===== src/stream_cdc_pkg.sv =====
//############################################################################
// stream cdc package
// Shared stream types, lane limits and the merger state encoding.
//############################################################################

package stream_cdc_pkg;

    // one byte of stream payload.
    typedef logic [7:0] data_t;

    // channel number of an item; two bits address up to four lanes.
    typedef logic [1:0] lane_id_t;

    // upper bound on the lane count of the hub.
    localparam int MAX_LANES = 4;

    // merger FSM states.
    typedef enum logic {
        scan,    // looking for a valid lane to grant
        present  // granted item sits on the output
    } merge_state_t;

endpackage


===== src/lane_dispatch.sv =====
//############################################################################
// lane dispatcher
// Holds one input item in the clk1 domain and routes it by channel number
// to its lane. Items with a channel beyond the lane count are dropped and
// flagged with a single-cycle pulse.
//############################################################################

`timescale 1ns/100ps

module lane_dispatch #(
    parameter int LANE_COUNT = 4
) (
    input  logic                                       clk1,
    input  logic                                       reset1,
    input  stream_cdc_pkg::data_t                      in_data,
    input  stream_cdc_pkg::lane_id_t                   in_channel,
    input  logic                                       in_error,
    input  logic                                       in_valid,
    output logic                                       in_ready,
    output logic                  [LANE_COUNT-1:0]     lane_valid,
    input  logic                  [LANE_COUNT-1:0]     lane_ready,
    output stream_cdc_pkg::data_t [LANE_COUNT-1:0]     lane_data,
    output logic                  [LANE_COUNT-1:0]     lane_error,
    output logic                                       bad_channel
);

    logic                     hold_valid;
    stream_cdc_pkg::data_t    hold_data;
    stream_cdc_pkg::lane_id_t hold_lane;
    logic                     hold_error;
    logic                     accept;
    logic                     chan_bad;
    logic                     drain;

    assign chan_bad = int'(in_channel) >= LANE_COUNT;
    assign drain    = |(lane_valid & lane_ready); // held item leaves this cycle.

    // the register counts as empty while it drains, so it refills on the same edge.
    assign in_ready = ~hold_valid | drain;
    assign accept   = in_valid & in_ready;

    always_comb begin
        for (int k = 0; k < LANE_COUNT; k++) begin
            lane_valid[k] = hold_valid && (int'(hold_lane) == k);
            lane_data[k]  = hold_data;
            lane_error[k] = hold_error;
        end
    end

    always_ff @(posedge clk1 or posedge reset1) begin
        if (reset1) begin
            hold_valid  <= 1'b0;
            bad_channel <= 1'b0;
        end else begin
            bad_channel <= accept & chan_bad; // one pulse per dropped item.
            if (accept && !chan_bad) begin
                hold_valid <= 1'b1;
            end else if (drain) begin
                hold_valid <= 1'b0;
            end
        end
    end

    always_ff @(posedge clk1) begin
        if (accept && !chan_bad) begin
            hold_data  <= in_data;
            hold_lane  <= in_channel;
            hold_error <= in_error;
        end
    end

endmodule


===== config.mk =====
export PLATFORM = sky130hd
export DESIGN_NAME = lane_dispatch
export DESIGN_NICKNAME = d
export VERILOG_FILES = /design/src/stream_cdc_pkg.sv /design/src/lane_dispatch.sv
export SDC_FILE = /design/constraint.sdc
export NUM_CORES = 1
export LEC_CHECK = 0
export ABC_AREA = 1
export ABC_CLOCK_PERIOD_IN_PS = 5200
export BUFFER_PORTS_ARGS = -buffer_cell sky130_fd_sc_hd__buf_2
export CORE_ASPECT_RATIO = 1.2
export CORE_MARGIN = 10
export CORE_UTILIZATION = 41
export CTS_BUF_LIST = sky130_fd_sc_hd__clkbuf_8
export DETAILED_ROUTE_END_ITERATION = 8
export PLACE_DENSITY = 0.93
export SYNTH_ARGS = -nofsm -noshare
export SYNTH_HDL_FRONTEND = slang
export SYNTH_SLANG_ARGS = --single-unit

===== constraint.sdc =====
create_clock -name clk1 -period 5.2 [get_ports clk1]
set_input_delay 0 -clock clk1 [delete_from_list [all_inputs] [get_ports clk1]]
set_output_delay 0 -clock clk1 [all_outputs]
set_load 0.05 [all_outputs]

Word-level counts from Yosys, hierarchy flattened --
Index checks and enable logic that the tools add are counted.
Word-level totals: flip-flop bits (word level) 12, bits of input ports 18, logic and storage cells 20, output and inout port bits 42
Cells by class: eq/ne operators 3, bitwise logic cells 4, muxes and demuxes 2, reduce and logical (&&, ||, !) cells 7
Operator list (count):
- bitwise AND 4 bit | 1
- equality test 2 bit (second input constant) | 2
- logical AND 1 bit | 4
- OR reduction 4 bit | 1
- equality test 2 x 1 -> 1 bit (second input constant) | 1
- zero test 2 bit | 1
- two-way mux 1 bit | 2
- nonzero test 2 bit | 1
- bitwise AND 1 bit | 1
- NOT 1 bit | 1
- bitwise OR 1 bit | 1

Depth between registers and ports, before layout --
word-level depth 7, mapped depth 6, depth with buffers taken out 6

Worst setup path after synthesis --
OpenSTA, ideal clock, no wires.
path type reg2reg, from reg hold_lane[1], to reg hold_data[0] (enable), setup slack 3494 ps, required time 4818 ps, arrival 1324 ps, path buffers 0, period minus slack after synthesis 1706 ps, stages on the path, launching flop included 6, cell sequence edfxtp_1 inv_1 nand3_1 nor2_1 nor2_2 a21oi_1
Between the ends: word-level cells in the longest chain between the ends 6, elaborated cells on any way between the ends 12, those cells by class eq/ne (3); bitwise (3); reduce/logical (6)
RTL lines:
- start: declaration | line lane_dispatch.sv:29 | stream_cdc_pkg::lane_id_t hold_lane;
- start signal: assignment | line lane_dispatch.sv:67 | hold_lane <= in_channel;
- equality test 2 bit (tied with other cells) | line lane_dispatch.sv:44 | lane_valid[k] = hold_valid && (int'(hold_lane) == k);
- logical AND 1 bit | line lane_dispatch.sv:44
- bitwise AND 4 bit (*) | line lane_dispatch.sv:36 | assign drain = |(lane_valid & lane_ready);
- OR reduction 4 bit (*) | line lane_dispatch.sv:36
- bitwise OR 1 bit (*) | line lane_dispatch.sv:39 | assign in_ready = ~hold_valid | drain;
- bitwise AND 1 bit (*) | line lane_dispatch.sv:40 | assign accept = in_valid & in_ready;
- named net accept | line lane_dispatch.sv:31 | logic accept;
- end signal: assignment | line lane_dispatch.sv:66 | hold_data <= in_data;
- end: declaration | line lane_dispatch.sv:28 | stream_cdc_pkg::data_t hold_data;
The timed path passes the listed nets; every way through them passes the cells marked *. A chain may end at the register's enable or synchronous reset.

Final worst setup path --
from reg hold_lane[1], to reg hold_data[5] (enable)
Same word-level chain as after synthesis.

==> impl_metrics.env <==
export IMPL_outcome="finished clean"
export IMPL_synth_net_count=84
export IMPL_ys_warn_count=0
export IMPL_final_min_clock_period_ns=2.039
export IMPL_clock_skew_ns=0.007470
export IMPL_arrival_ns=1.90
export IMPL_via_per_inst=4.415
export IMPL_crit_path_max_fanout=11
export IMPL_maxSlewViolCount=0
export IMPL_grt_max_degree=12
export IMPL_dpl_worst_slack_ns=3.183
export IMPL_wl_um=2044
export IMPL_path_class="flip-flop to flip-flop"
export IMPL_r2r_end="hold_data[5]$_DFFE_PP_"
export IMPL_core_area_sq_um=1602
export IMPL_rows=16
export IMPL_hold_path_class="input port to asynchronous set/reset pin"
export IMPL_ys_ff_latch=12
export IMPL_nets=131
export IMPL_cts_root_buf="clkbuf_8"
export IMPL_tritoncts="done"
export IMPL_die_w_um=57.26
export IMPL_fmax_ghz=0.4905
export IMPL_syn_inst=66
export IMPL_critPathRequiredTime_ns=5.06
export IMPL_antenna_found_initial=0
export IMPL_finalWorstSetupSlack_ns=3.161
export IMPL_grt_overflow=0
export IMPL_gp_congestion=0.6727
export IMPL_r2r_start="hold_lane[1]$_DFFE_PP_"
export IMPL_start_util=0.4266
export IMPL_slew_headroom=0.3048
export IMPL_finalSetupTns_ns=0
export IMPL_finalSetupViolCount=0
export IMPL_route_detailed_drc=0
export IMPL_insertedDiodeCount=0
export IMPL_io_buffers=58
export IMPL_worst_slew_pin_slew_ns=1.043
export IMPL_synth_cell_types=13
export IMPL_syn_area_sq_um=683.2
export IMPL_power_total_w=0.0003565
export IMPL_postCtsSetupRepairBufs=0
export IMPL_power_density_nw_per_um2=373.9
export IMPL_holdWs_ns=0.1701
export IMPL_clock_latency_ns=0.25
export IMPL_dp_hpwl_um=1516
export IMPL_ios=60
export IMPL_grt_use_total=0.1061
export IMPL_period_share=0.3921
export IMPL_grt_pass1_wl_um=3167
export IMPL_die_h_um=64.72
export IMPL_path_clk_slew_ns=0.05
export IMPL_crit_path_end_kind="flip-flop"
export IMPL_cts_sinks=12
export IMPL_grt_pass1_vias=670
export IMPL_vdd_drop_max_mv=0.2195
export IMPL_regArea_sq_um=355.3
export IMPL_ff2ff_path_depth=5
export IMPL_p_leak_nw=0.5141
export IMPL_fp_dieArea_sq_um=3706
export IMPL_dr_pass1_iters=4
export IMPL_post_drt_wl_per_cell_um=15.72
export IMPL_postRouteAntennaNets=0
export IMPL_fillerInstances=136
export IMPL_ys_seq_area_frac=0.5201
export IMPL_synth_avg_cell_area_sq_um=10.35
export IMPL_cts_buffer_depth=2
export IMPL_worst_setup_path_start_kind="flip-flop"
export IMPL_regToRegSetupSlack_ns=3.16
export IMPL_multiInputGateArea_sq_um=76.32
export IMPL_cts_htree_levels=1
export IMPL_vias=574
export IMPL_drt_initial_drc_count=12
export IMPL_cts_made_buffers=3
export IMPL_drive_gt1_frac=0.5625
export IMPL_drv_cap=0
export IMPL_rsz0062_at_grt="no"
export IMPL_syn_to_final_growth_pct=39.56
export IMPL_hold_violations=0
flip-flops by register name, summed over array words and instances, names as in the netlist:
register and flops:
hold_data 8, hold_lane 2, hold_valid 1, hold_error 1
cells in the mapped netlist, drive strengths merged:
cell type | number | area [sq um]
buf | 29 | 217.7
edfxtp | 11 | 330.3
inv | 9 | 33.78
nand2 | 4 | 15.01
nor2 | 4 | 17.52
nand3 | 2 | 10.01
nor3 | 2 | 10.01
a21oi | 1 | 5.000
conb | 1 | 3.750
dfrtp | 1 | 25.02
nand4 | 1 | 6.260
o21ai | 1 | 8.760
metal layers:
metal / track usage / vias to the layer above / wire, um
li1: - / 268 / -
met1: 0.09255 / 248 / 661
met2: 0.1644 / 52 / 943
met3: 0.08967 / 6 / 391
met4: 0.06176 / 0 / 48
met5: 0 / - / 0
where the power goes:
| part | total (W) | switching [W] | internal, W |
|---|---|---|---|
| combinational | 0.000146 | 0.000115 | 0.0000310 |
| clock | 0.0000874 | 0.0000354 | 0.0000520 |
| sequential | 0.000123 | 0.00000710 | 0.000116 |
cells in the final DEF, fill, tap and decap left out, types with 2 or more instances in the layout:
cell type       n
buf_2          58
clkbuf_8        3
dlygate4sd3_1  13
edfxtp_1       11
inv_1          10
nand2_1         4
nand3_1         2
nor2_1          3
nor3_1          2
kinds of logic after synthesis:
kind of cell / count (synthesis) / share of synthesized area
other: 1 / 0.005489
flip-flops: 12 / 0.5201
AND/OR/NAND/NOR: 13 / 0.08609
buffers and inverters: 38 / 0.3681
AO/OA/AOI/OAI: 2 / 0.02014
metrics by stage:
step	std cells	area (sq um)	util
after global placement	113	778.2	0.4859
after detailed placement	113	778.2	0.4859
final	130	953.4	0.5953
after CTS	130	953.4	0.5953
after global routing	130	953.4	0.5953
after floorplan	66	683.2	-
layout make-up:
cell class	count	area share
timing repair buffer	71	0.4409
sequential	12	0.3727
clock buffer	3	0.04331
multi-input combinational	16	0.08005
clock inverter	1	0.003937
inverter	9	0.03543
tap	18	0.02362
critical path, stage by stage, from the launching register on:
cell and delay [ns]:
edfxtp_1 0.45, inv_1 0.11, nand3_1 0.12, nor2_1 0.14, nor2_2 0.05, a21oi_1 0.79
worst max-delay path by stage:
stage                      startpoint                endpoint  slack, ns  cells past startpoint
2_1_floorplan  hold_lane[1]$_DFFE_PP_  hold_data[0]$_DFFE_PP_       3.49                      5
3_3_place_gp   hold_lane[1]$_DFFE_PP_  hold_data[0]$_DFFE_PP_       3.34                      5
3_5_place_dp   hold_lane[1]$_DFFE_PP_  hold_data[0]$_DFFE_PP_       3.18                      5
4_1_cts        hold_lane[1]$_DFFE_PP_  hold_data[1]$_DFFE_PP_       3.20                      5
5_1_grt        hold_lane[1]$_DFFE_PP_  hold_data[1]$_DFFE_PP_       3.00                      5
6_report       hold_lane[1]$_DFFE_PP_  hold_data[5]$_DFFE_PP_       3.16                      5
what timing repair did:
action,CTS,global route
hold buffers,13,0
hold endpoints to repair,13,0
setup endpoints to repair,0,0
resized for setup,0,0
No activity file was read; power rests on OpenSTA's default activity.
